--- src/br_pkg.sv ---
/*
 * bridge package
 * shared widths, host register map, command codes and loader FSM states
 */

package br_pkg;

  // bus widths
  typedef logic [31:0] word_t;
  typedef logic [31:0] mem_addr_t;
  typedef logic [3:0]  sel_t;
  typedef logic [2:0]  reg_addr_t;

  // host register map, word indices
  localparam reg_addr_t REG_ADDR   = 3'd0;
  localparam reg_addr_t REG_WDATA  = 3'd1;
  localparam reg_addr_t REG_CMD    = 3'd2;
  localparam reg_addr_t REG_RDATA  = 3'd3;
  localparam reg_addr_t REG_STATUS = 3'd4;

  // command codes written to REG_CMD
  localparam word_t CMD_STORE = 32'd1;
  localparam word_t CMD_LOAD  = 32'd2;

  // reset release delay per region
  localparam int RESET_STAGES = 4;

  typedef enum logic [1:0] {
    IDLE,
    REQ,
    DONE
  } loader_state_t;

endpackage : br_pkg

--- src/br_reset_pipe.sv ---
/*
 * reset pipe
 * delays the release of reset_i by a fixed number of cycles
 */

module br_reset_pipe (
  input  logic clk_i
  ,input  logic reset_i
  ,output logic reset_o
);

  logic [br_pkg::RESET_STAGES-1:0] pipe_r;

  // assert at once, release through the chain
  always_ff @(posedge clk_i) begin
    if (reset_i) begin
      pipe_r <= '1;
    end else begin
      pipe_r <= {pipe_r[br_pkg::RESET_STAGES-2:0], 1'b0};
    end
  end

  assign reset_o = pipe_r[br_pkg::RESET_STAGES-1];

endmodule : br_reset_pipe

--- src/br_loader_bridge.sv ---
/*
 * loader bridge
 * host register file plus a command engine that issues single word
 * loads and stores to device memory
 */

module br_loader_bridge (
  input  logic              clk_i
  ,input  logic              reset_i
  // host register port
  ,input  logic              reg_cyc_i
  ,input  logic              reg_stb_i
  ,input  logic              reg_we_i
  ,input  br_pkg::reg_addr_t reg_adr_i
  ,input  br_pkg::word_t     reg_dat_i
  ,output br_pkg::word_t     reg_dat_o
  ,output logic              reg_ack_o
  // memory request toward the mux
  ,output logic              ld_cyc_o
  ,output logic              ld_stb_o
  ,output logic              ld_we_o
  ,output br_pkg::mem_addr_t ld_adr_o
  ,output br_pkg::word_t     ld_dat_o
  ,output br_pkg::sel_t      ld_sel_o
  ,input  br_pkg::word_t     ld_rdat_i
  ,input  logic              ld_ack_i
);

  br_pkg::loader_state_t state_r;
  logic                  busy_r;
  logic                  reg_ack_r;
  logic                  reg_fire;
  logic                  cmd_valid;
  logic                  cmd_accept;
  br_pkg::mem_addr_t     addr_r;
  br_pkg::word_t         wdata_r;
  br_pkg::word_t         rdata_r;
  br_pkg::word_t         reg_dat_r;
  br_pkg::word_t         rd_mux;
  br_pkg::mem_addr_t     req_adr_r;
  br_pkg::word_t         req_dat_r;
  logic                  req_we_r;

  // ----------------------------------------
  // host register port
  // ----------------------------------------

  // first cycle of a register access
  assign reg_fire = reg_cyc_i & reg_stb_i & ~reg_ack_r;

  assign cmd_valid  = (reg_dat_i == br_pkg::CMD_STORE) | (reg_dat_i == br_pkg::CMD_LOAD);
  assign cmd_accept = reg_fire & reg_we_i & (reg_adr_i == br_pkg::REG_CMD)
                    & cmd_valid & ~busy_r;

  always_ff @(posedge clk_i) begin
    if (reset_i) begin
      reg_ack_r <= 1'b0;
    end else begin
      reg_ack_r <= reg_fire;
    end
  end

  always_comb begin
    case (reg_adr_i)
      br_pkg::REG_ADDR:   rd_mux = addr_r;
      br_pkg::REG_WDATA:  rd_mux = wdata_r;
      br_pkg::REG_RDATA:  rd_mux = rdata_r;
      br_pkg::REG_STATUS: rd_mux = {31'b0, busy_r};
      default:            rd_mux = '0;
    endcase
  end

  always_ff @(posedge clk_i) begin
    if (reg_fire && reg_we_i) begin
      case (reg_adr_i)
        br_pkg::REG_ADDR:  addr_r <= reg_dat_i;
        br_pkg::REG_WDATA: wdata_r <= reg_dat_i;
        default: ;
      endcase
    end
    if (reg_fire && !reg_we_i) begin
      reg_dat_r <= rd_mux;
    end
    // snapshot so later register writes leave the bus request alone
    if (cmd_accept) begin
      req_adr_r <= addr_r;
      req_dat_r <= wdata_r;
      req_we_r  <= (reg_dat_i == br_pkg::CMD_STORE);
    end
    if (state_r == br_pkg::REQ && ld_ack_i && !req_we_r) begin
      rdata_r <= ld_rdat_i;
    end
  end

  assign reg_ack_o = reg_ack_r;
  assign reg_dat_o = reg_dat_r;

  // ----------------------------------------
  // command engine
  // ----------------------------------------

  always_ff @(posedge clk_i) begin
    if (reset_i) begin
      state_r <= br_pkg::IDLE;
      busy_r  <= 1'b0;
    end else begin
      if (cmd_accept) begin
        busy_r <= 1'b1;
      end
      case (state_r)
        br_pkg::IDLE: begin
          if (busy_r) begin
            state_r <= br_pkg::REQ;
          end
        end
        br_pkg::REQ: begin
          // wait out the grant and memory wait states
          if (ld_ack_i) begin
            state_r <= br_pkg::DONE;
          end
        end
        br_pkg::DONE: begin
          busy_r  <= 1'b0;
          state_r <= br_pkg::IDLE;
        end
        default: state_r <= br_pkg::IDLE;
      endcase
    end
  end

  assign ld_cyc_o = (state_r == br_pkg::REQ);
  assign ld_stb_o = (state_r == br_pkg::REQ);
  assign ld_we_o  = req_we_r;
  assign ld_adr_o = req_adr_r;
  assign ld_dat_o = req_dat_r;
  // full word only
  assign ld_sel_o = '1;

endmodule : br_loader_bridge

--- src/br_mem_mux.sv ---
/*
 * memory mux
 * round-robin arbiter that merges two Wishbone masters onto one memory port
 */

module br_mem_mux (
  input  logic              clk_i
  ,input  logic              reset_i
  // slot 0, loader
  ,input  logic              s0_cyc_i
  ,input  logic              s0_stb_i
  ,input  logic              s0_we_i
  ,input  br_pkg::mem_addr_t s0_adr_i
  ,input  br_pkg::sel_t      s0_sel_i
  ,input  br_pkg::word_t     s0_dat_i
  ,output br_pkg::word_t     s0_dat_o
  ,output logic              s0_ack_o
  // slot 1, host memory port
  ,input  logic              s1_cyc_i
  ,input  logic              s1_stb_i
  ,input  logic              s1_we_i
  ,input  br_pkg::mem_addr_t s1_adr_i
  ,input  br_pkg::sel_t      s1_sel_i
  ,input  br_pkg::word_t     s1_dat_i
  ,output br_pkg::word_t     s1_dat_o
  ,output logic              s1_ack_o
  // memory port
  ,output logic              m_cyc_o
  ,output logic              m_stb_o
  ,output logic              m_we_o
  ,output br_pkg::mem_addr_t m_adr_o
  ,output br_pkg::sel_t      m_sel_o
  ,output br_pkg::word_t     m_dat_o
  ,input  br_pkg::word_t     m_dat_i
  ,input  logic              m_ack_i
);

  logic gnt_v_r;
  logic gnt_sel_r;
  logic last_r;
  logic pick;
  logic sel_cyc;

  // on a tie the slot not served last wins
  assign pick    = (s0_cyc_i & s1_cyc_i) ? ~last_r : s1_cyc_i;
  assign sel_cyc = gnt_sel_r ? s1_cyc_i : s0_cyc_i;

  always_ff @(posedge clk_i) begin
    if (reset_i) begin
      gnt_v_r   <= 1'b0;
      gnt_sel_r <= 1'b0;
      last_r    <= 1'b1;
    end else if (!gnt_v_r) begin
      if (s0_cyc_i || s1_cyc_i) begin
        gnt_v_r   <= 1'b1;
        gnt_sel_r <= pick;
        last_r    <= pick;
      end
    end else if (!sel_cyc) begin
      // owner ended its cycle
      gnt_v_r <= 1'b0;
    end
  end

  // ----------------------------------------
  // request and response steering
  // ----------------------------------------
  assign m_cyc_o = gnt_v_r & sel_cyc;
  assign m_stb_o = gnt_v_r & (gnt_sel_r ? s1_stb_i : s0_stb_i);
  assign m_we_o  = gnt_sel_r ? s1_we_i  : s0_we_i;
  assign m_adr_o = gnt_sel_r ? s1_adr_i : s0_adr_i;
  assign m_sel_o = gnt_sel_r ? s1_sel_i : s0_sel_i;
  assign m_dat_o = gnt_sel_r ? s1_dat_i : s0_dat_i;

  assign s0_ack_o = gnt_v_r & ~gnt_sel_r & m_ack_i;
  assign s1_ack_o = gnt_v_r & gnt_sel_r & m_ack_i;
  assign s0_dat_o = (gnt_v_r && !gnt_sel_r) ? m_dat_i : '0;
  assign s1_dat_o = (gnt_v_r && gnt_sel_r) ? m_dat_i : '0;

endmodule : br_mem_mux

--- src/br_wrapper.sv ---
/*
 * memory backbone wrapper
 * host register bridge and direct host port merged onto one memory port
 */

module br_wrapper (
  input  logic              clk_i
  ,input  logic              reset_i
  // host register port
  ,input  logic              reg_cyc_i
  ,input  logic              reg_stb_i
  ,input  logic              reg_we_i
  ,input  br_pkg::reg_addr_t reg_adr_i
  ,input  br_pkg::word_t     reg_dat_i
  ,output br_pkg::word_t     reg_dat_o
  ,output logic              reg_ack_o
  // host memory port
  ,input  logic              hmem_cyc_i
  ,input  logic              hmem_stb_i
  ,input  logic              hmem_we_i
  ,input  br_pkg::mem_addr_t hmem_adr_i
  ,input  br_pkg::sel_t      hmem_sel_i
  ,input  br_pkg::word_t     hmem_dat_i
  ,output br_pkg::word_t     hmem_dat_o
  ,output logic              hmem_ack_o
  // device memory port
  ,output logic              mem_cyc_o
  ,output logic              mem_stb_o
  ,output logic              mem_we_o
  ,output br_pkg::mem_addr_t mem_adr_o
  ,output br_pkg::sel_t      mem_sel_o
  ,output br_pkg::word_t     mem_dat_o
  ,input  br_pkg::word_t     mem_dat_i
  ,input  logic              mem_ack_i
);

  logic              bridge_reset;
  logic              mux_reset;

  logic              ld_cyc;
  logic              ld_stb;
  logic              ld_we;
  br_pkg::mem_addr_t ld_adr;
  br_pkg::word_t     ld_dat;
  br_pkg::sel_t      ld_sel;
  br_pkg::word_t     ld_rdat;
  logic              ld_ack;

  // ----------------------------------------
  // per-region reset release
  // ----------------------------------------
  br_reset_pipe bridge_reset_pipe (
    .clk_i   (clk_i)
    ,.reset_i (reset_i)
    ,.reset_o (bridge_reset)
  );

  br_reset_pipe mux_reset_pipe (
    .clk_i   (clk_i)
    ,.reset_i (reset_i)
    ,.reset_o (mux_reset)
  );

  br_loader_bridge loader (
    .clk_i     (clk_i)
    ,.reset_i   (bridge_reset)
    ,.reg_cyc_i (reg_cyc_i)
    ,.reg_stb_i (reg_stb_i)
    ,.reg_we_i  (reg_we_i)
    ,.reg_adr_i (reg_adr_i)
    ,.reg_dat_i (reg_dat_i)
    ,.reg_dat_o (reg_dat_o)
    ,.reg_ack_o (reg_ack_o)
    ,.ld_cyc_o  (ld_cyc)
    ,.ld_stb_o  (ld_stb)
    ,.ld_we_o   (ld_we)
    ,.ld_adr_o  (ld_adr)
    ,.ld_dat_o  (ld_dat)
    ,.ld_sel_o  (ld_sel)
    ,.ld_rdat_i (ld_rdat)
    ,.ld_ack_i  (ld_ack)
  );

  // loader on slot 0, host memory on slot 1
  br_mem_mux mem_mux (
    .clk_i    (clk_i)
    ,.reset_i  (mux_reset)
    ,.s0_cyc_i (ld_cyc)
    ,.s0_stb_i (ld_stb)
    ,.s0_we_i  (ld_we)
    ,.s0_adr_i (ld_adr)
    ,.s0_sel_i (ld_sel)
    ,.s0_dat_i (ld_dat)
    ,.s0_dat_o (ld_rdat)
    ,.s0_ack_o (ld_ack)
    ,.s1_cyc_i (hmem_cyc_i)
    ,.s1_stb_i (hmem_stb_i)
    ,.s1_we_i  (hmem_we_i)
    ,.s1_adr_i (hmem_adr_i)
    ,.s1_sel_i (hmem_sel_i)
    ,.s1_dat_i (hmem_dat_i)
    ,.s1_dat_o (hmem_dat_o)
    ,.s1_ack_o (hmem_ack_o)
    ,.m_cyc_o  (mem_cyc_o)
    ,.m_stb_o  (mem_stb_o)
    ,.m_we_o   (mem_we_o)
    ,.m_adr_o  (mem_adr_o)
    ,.m_sel_o  (mem_sel_o)
    ,.m_dat_o  (mem_dat_o)
    ,.m_dat_i  (mem_dat_i)
    ,.m_ack_i  (mem_ack_i)
  );

endmodule : br_wrapper

--- config.mk ---
export PLATFORM = sky130hd
export DESIGN_NAME = br_wrapper
export DESIGN_NICKNAME = d
export VERILOG_FILES = /design/src/br_pkg.sv /design/src/br_reset_pipe.sv /design/src/br_loader_bridge.sv /design/src/br_mem_mux.sv /design/src/br_wrapper.sv
export SDC_FILE = /design/constraint.sdc
export NUM_CORES = 1
export LEC_CHECK = 0
export BUFFER_PORTS_ARGS = -buffer_cell sky130_fd_sc_hd__buf_2
export CAP_MARGIN = 15
export CORE_AREA = 2 2 133 135
export CTS_CLUSTER_SIZE = 28
export DETAILED_ROUTE_END_ITERATION = 10
export DIE_AREA = 0 0 135 137
export PLACE_DENSITY = 0.85
export SETUP_SLACK_MARGIN = 0.5
export SLEW_MARGIN = 20
export SYNTH_ARGS = -nofsm -noshare
export SYNTH_HDL_FRONTEND = slang
export SYNTH_SLANG_ARGS = --single-unit
--- constraint.sdc ---
create_clock -name clk_i -period 9.68 [get_ports clk_i]
set_input_delay 1.452 -clock clk_i [delete_from_list [all_inputs] [get_ports clk_i]]
set_output_delay 1.452 -clock clk_i [all_outputs]
set_load 0.005 [all_outputs]
==> metrics.yaml, run 1 <==
yosys:
  synthMuxAreaShare_pct: 12.6
  synth_xor_area_share_pct: 0.105
  yosys-top-cells-count: "edfxtp_1, nor2_1, mux2_1"
  synthAdderAreaFrac_pct: 0
  ys_ff_latch: 204
  yosys_warnings: 0
  synth_edf_count: 193
  ys_seq_area_share_pct: 71.9
  syn_avg_cell_area_um2: 15.2
  synth_top_family_by_area: "multiplexers"
  syn_area_um2: 8370
  ys_async_sr_fraction_pct: 0
  yosysTopAreaCell: "edfxtp_1"
  synthDistinctLibCells: 32
  synth_ff_type: "edfxtp_1"
  synthCells: 551
  yosys.area.top_type_share_pct: 69.2
  synth-simple-area-share_pct: 10.9
  synth.most_common_cell: "edfxtp_1"
  synthesis.nets: 695
  synth_compound_area_share_pct: 2.72
  yosys-top-cells-area: "edfxtp_1, mux2_1, mux2i_1, nor2_1, dfxtp_1"
sta:
  fin_worst_skew_ns: 0.0109
  max_freq_mhz: 263
  hold_viol: 0
  hold_slack_ns: 0.414
  slew_headroom_pct: 25.9
  slew_viol_final: 0
  rsz0062_at_grt: "false"
  worstMarginPinSlew_ns: 1.11
  fin_crit_sh_pct: 39.3
  tns_ns: 0
  fin_ws_ns: 5.87
  period_needed_ns: 3.81
  finalSetupViolations: 0
layout:
  nets: 969
  syn2layout_area_growth_pct: 27.0
  regArea_um2: 6020
  diodes: 0
  drive_gt1_share_pct: 38.9
  num-fill-cells: 1281
  post-route-util_pct: 62.3
  multi_input_area_um2: 2220
floorplanning:
  core-area_um2: 17100
  die_area_um2: 18500
  start_util_pct: 49.1
  io_pins: 281
  num_rows: 48
  dieWidth_um: 135
  die_h_um: 137
routing:
  dr.pass1.iters: 4
  drt-initial-drc-count: 424
  routed_wl_mm: 19.6
  num_vias: 5487
  wl_per_cell_um: 18.4
  route.detailed.drc: 0
  viasPerCell: 5.16
  ant_nets: 0
job:
  maxCapViolCount: 0
placed_design:
  hpwl_mm: 14.0
  portBuffers: 280
  gp_congestion: 0.788
  pre_cts_slack_ns: 5.75
global_route:
  track_usage_pct: 20.1
  antenna_found_initial: 0
  grt_pass1_vias: 5329
  grt_pass1_wl_mm: 28.1
  grt.overflow.total: 0
  grt_max_degree: 65
outcome:
  outcome: "finished clean"
clock_tree:
  h-tree-depth: 1
  clockBufferDepth: 3
  cts_hold_buf: 0
  cts_resized: 0
  cts_setup_buffers: 0
  cts-root-buf: "clkbuf_16"
  clk_pin_slew_worst_paths_ns: 0.06
  cts_tree: "done"
  cts_sinks: 204
  clock_latency_ns: 0.49
  cts_inserted_buffers: 21
worst_hold_path:
  hold_path_class: "reg2reg"
critical_path:
  cp_max_fo: 57
  cp.arrival_ns: 2.35
  worstSetupPathType: "reg2out"
  crit_chain: "buf_4, mux2_1, buf_2"
  cp-end-kind: "output port"
  crit_required_ns: 8.23
  critPathBufInv: 2
  crit_family: "buffers and inverters"
  cp-start-kind: "flip-flop"
  cp_slowest_cell: "dfxtp_4"
  max_stage_delay_ns: 0.67
power:
  vdd_drop_max_mv: 0.103
  powerDensity_nw_per_um2: 172
  power_leakage_nw: 4.34
-- cell families after synthesis --
group / Yosys count
AO/OA/AOI/OAI: 43
multiplexers: 97
XOR/XNOR: 1
buffers and inverters: 36
AND/OR/NAND/NOR: 170
flip-flops: 204
-- placed cells by master, fill, tap and decap left out, types with 4 or more instances in the layout --
cell,Yosys,layout
nor4_1,7,7
edfxtp_1,193,193
a21oi_1,39,39
dfxtp_1,11,10
and3_1,33,33
clkinv_1,0,4
and2_1,33,33
clkbuf_16,0,21
clkinv_2,0,4
buf_4,0,6
nand2b_1,6,6
mux2_1,65,65
mux2i_1,32,32
nor2_1,71,69
buf_2,11,280
-- report_power, final --
| part | internal [mW] | leakage, nW | switching [mW] |
|---|---|---|---|
| Sequential | 0.966 | 1.83 | 0.00414 |
| Combinational | 0.0398 | 2.19 | 0.0448 |
| Clock | 0.451 | 0.322 | 0.319 |
-- sequential cells by signal, indices dropped and copies added (netlist names) --
name and count:
loader.addr_r 32, loader.ld_adr_o 32, loader.ld_dat_o 32, loader.rdata_r 32, loader.reg_dat_o 32, loader.wdata_r 32
bridge_reset_pipe.pipe_r 3, loader.state_r 2, loader.busy_r 1, loader.ld_we_o 1, loader.reg_ack_o 1, mem_mux.gnt_sel_r 1
mem_mux.gnt_v_r 1, mem_mux.last_r 1, mux_reset_pipe.pipe_r 1
-- through the flow --
| stage | power, mW | cell area [um2] | cells |
|---|---|---|---|
| after CTS | 1.84 | 10600 | 1063 |
| after detailed placement | 1.07 | 9980 | 1027 |
| final | 1.82 | 10600 | 1063 |
| after global routing | 1.88 | 10600 | 1063 |
| after floorplan | 1.02 | 8370 | 551 |
| after global placement | 1.07 | 9980 | 1027 |
-- final cells by class --
cell class              instances  share of cell area (%)
multi-input cells             311                    20.9
clock inverters                12                    1.06
flip-flops and latches        204                    56.7
inverters                       1                  0.0353
well taps                     225                    2.65
clock buffers                  24                    5.05
repair buffers                286                    13.6
-- worst paths after layout --
check,endpoint,depth (start not counted),slack [ns],startpoint
worst max-delay path,mem_dat_o[22],3,5.87,mem_mux.gnt_sel_r
worst min-delay path,bridge_reset_pipe.pipe_r[2],1,0.41,bridge_reset_pipe.pipe_r[1]
worst max register to register,loader.ld_adr_o[9],4,7.10,loader.reg_ack_o
worst min register to register,bridge_reset_pipe.pipe_r[2],1,0.41,bridge_reset_pipe.pipe_r[1]
-- per-layer routing --
layer,GRT usage (%),wire length (um),vias up
met2,33.8,9630,250
met1,26.9,8050,2596
li1,-,-,2606
met4,6.83,505,0
met5,0,0,-
met3,3.19,1390,35
-- worst reg2reg max path: cells and delay by family (launching register included) --
family | cells | cell delay, ns
flip-flops | 1 | 0.31
buffers and inverters | 1 | 0.69
AND/OR/NAND/NOR | 3 | 1.17
(Power assumes the default switching activity.)
==> inputs of run 2 (changes only) <==
- clock period: 9.68 -> 4 ns (I/O delays scaled with it)
==> run 2 against run 1 <==
  * Via count shrank 0.80%
  * Global-route usage shrank 0.21 points
  * Sequential power grew 140%
  * Final cell count is the same
  * Largest cell class unchanged
==> metrics.yaml, run 2 (synthesized netlist as in run 1, its figures left out) <==
layout:
  regArea_um2: 6020  # unchanged
  num-fill-cells: 1305  # was 1281
  post-route-util_pct: 62.3  # about the same
  multi_input_area_um2: 2230  # was 2220 um2
  nets: 969  # unchanged
  diodes: 0  # unchanged
  final_cell_mix: "buf_2, edfxtp_1, nor2_1, mux2_1, a21oi_1"  # unchanged
  final_common_cell: "buf_2"  # unchanged
  drive_gt1_share_pct: 38.7  # was 38.9%
  syn2layout_area_growth_pct: 26.9  # was 27.0%
critical_path:
  rr_worst_depth: 4  # unchanged
  cp.arrival_ns: 2.38  # was 2.35 ns
  max_stage_delay_ns: 0.79  # was 0.67 ns
  critPathBufInv: 2  # unchanged
  cp_max_fo: 61  # was 57
  r2r_start: "mem_mux.gnt_v_r"  # was loader.reg_ack_o
  cp_num_cells: 3  # unchanged
  r2r_end: "loader.rdata_r[7]"  # was loader.ld_adr_o[9]
  endpoint: "mem_dat_o[9]"  # was mem_dat_o[22]
  crit_required_ns: 3.40  # was 8.23 ns
  cp_slowest_cell: "dfxtp_4"  # unchanged
  crit_start: "mem_mux.gnt_sel_r"  # unchanged
  reg2reg_slack_ns: 1.78  # was 7.10 ns
  cp-start-kind: "flip-flop"  # unchanged
  crit_family: "flip-flops"  # was buffers and inverters
  worstSetupPathType: "reg2out"  # unchanged
  crit_chain: "buf_4, mux2_1, buf_2"  # unchanged
  cp-end-kind: "output port"  # unchanged
sta:
  rsz0062_at_grt: "false"  # unchanged
  hold_viol: 0  # unchanged
  period_needed_ns: 2.98
  tns_ns: 0  # unchanged
  slew_headroom_pct: 29.4  # was 25.9%
  worstMarginPinSlew_ns: 1.06  # was 1.11 ns
  finalSetupViolations: 0  # unchanged
  fin_ws_ns: 1.02  # was 5.87 ns
  fin_worst_skew_ns: 0.00639  # was 0.0109 ns
  hold_slack_ns: 0.258  # was 0.414 ns
  slew_viol_final: 0  # unchanged
  max_freq_mhz: 335
  fin_crit_sh_pct: 74.6
global_route:
  grt_max_degree: 65  # unchanged
  grt_pass1_vias: 5230  # was 5329
  grt.overflow.total: 0  # unchanged
  antenna_found_initial: 0  # unchanged
  track_usage_pct: 19.9  # was 20.1%
  grt_pass1_wl_mm: 28.3  # was 28.1 mm
floorplanning:
  core-area_um2: 17100  # unchanged
  start_util_pct: 49.1  # unchanged
  num_rows: 48  # unchanged
  die_area_um2: 18500  # unchanged
  dieWidth_um: 135  # unchanged
  io_pins: 281  # unchanged
  die_h_um: 137  # unchanged
routing:
  drt-initial-drc-count: 423  # was 424
  num_vias: 5443  # was 5487
  dr.pass1.iters: 5  # was 4
  ant_nets: 0  # unchanged
  routed_wl_mm: 19.4  # was 19.6 mm
  viasPerCell: 5.12  # was 5.16
  route.detailed.drc: 0  # unchanged
  wl_per_cell_um: 18.3  # was 18.4 um
clock_tree:
  cts_hold_buf: 0  # unchanged
  cts_resized: 0  # unchanged
  h-tree-depth: 1  # unchanged
  cts-root-buf: "clkbuf_16"  # unchanged
  clk_pin_slew_worst_paths_ns: 0.06  # about the same
  cts_setup_buffers: 0  # unchanged
  cts_tree: "done"  # unchanged
  clockBufferDepth: 3  # unchanged
  clock_latency_ns: 0.48  # was 0.49 ns
  cts_sinks: 204  # unchanged
  cts_inserted_buffers: 20  # was 21
placed_design:
  hpwl_mm: 14.0  # about the same
  pre_cts_slack_ns: 1.32  # was 5.75 ns
  portBuffers: 280  # unchanged
  gp_congestion: 0.840  # was 0.788
power:
  switching_share_pct: 20.0  # was 20.1%
  power_leakage_nw: 4.33  # was 4.34 nW
  vdd_drop_max_mv: 0.223  # was 0.103 mV
  pwr-share-seq_pct: 54.4  # was 53.2%
  p_clk_share_pct: 40.9  # was 42.2%
  power.total_mw: 4.31  # was 1.82 mW
  comb_power_share_pct: 4.7  # was 4.6%
  powerDensity_nw_per_um2: 406  # was 172 nW/um2
  power_switching_mw: 0.861  # was 0.368 mW
  p_int_mw: 3.45  # was 1.46 mW
outcome:
  outcome: "finished clean"  # unchanged
job:
  maxCapViolCount: 0  # unchanged
worst_hold_path:
  hold_path_class: "in2reg"  # was reg2reg
-- run 2: worst min path at each step --
stage,from,endpoint,slack (ns),depth (start not counted)
4_1_cts,reset_i,bridge_reset_pipe.pipe_r[0],0.25,1
6_report,reset_i,bridge_reset_pipe.pipe_r[0],0.26,1
3_5_place_dp,bridge_reset_pipe.pipe_r[1],bridge_reset_pipe.pipe_r[2],0.41,1
2_1_floorplan,bridge_reset_pipe.pipe_r[1],bridge_reset_pipe.pipe_r[2],0.39,1
5_1_grt,reset_i,bridge_reset_pipe.pipe_r[0],0.24,1
3_3_place_gp,bridge_reset_pipe.pipe_r[1],bridge_reset_pipe.pipe_r[2],0.39,1
-- run 2: power groups by stage --
stage               Sequential (mW)  Combinational (mW)  Clock, mW
floorplan                      2.39              0.0883          0
global placement               2.39               0.196          0
detailed placement             2.39               0.203          0
CTS                            2.35               0.204       1.78
global route                   2.35               0.223       1.87
finish                         2.35               0.203       1.76
-- run 2: layout make-up --
| class | count | share of cell area [%] |
|---|---|---|
| multi-input combinational | 311 | 21.0 |
| inverter | 1 | 0.0354 |
| tap | 225 | 2.65 |
| clock buffer | 24 | 5.06 |
| clock inverter | 11 | 0.707 |
| timing repair buffer | 287 | 13.8 |
| sequential | 204 | 56.7 |
-- run 2: routing by layer --
metal,routed length [um],global-route usage [%],up-vias
met3,1380,3.44,30
met4,404,5.73,0
met1,8170,27.4,2587
met5,0,0,-
li1,-,-,2602
met2,9480,32.9,224
-- run 2: worst reg2reg max path, stage by stage, from the launching register on --
cell	delay, ns
dfxtp_1	0.97
nor2b_2	0.31
nand3_1	0.12
nor2_2	0.10
buf_4	0.37
-- run 2: stage by stage --
stage	area, um2	cells
finish	10600	1063
global route	10600	1063
floorplan	8390	551
detailed placement	10000	1028
CTS	10600	1063
global placement	10000	1028
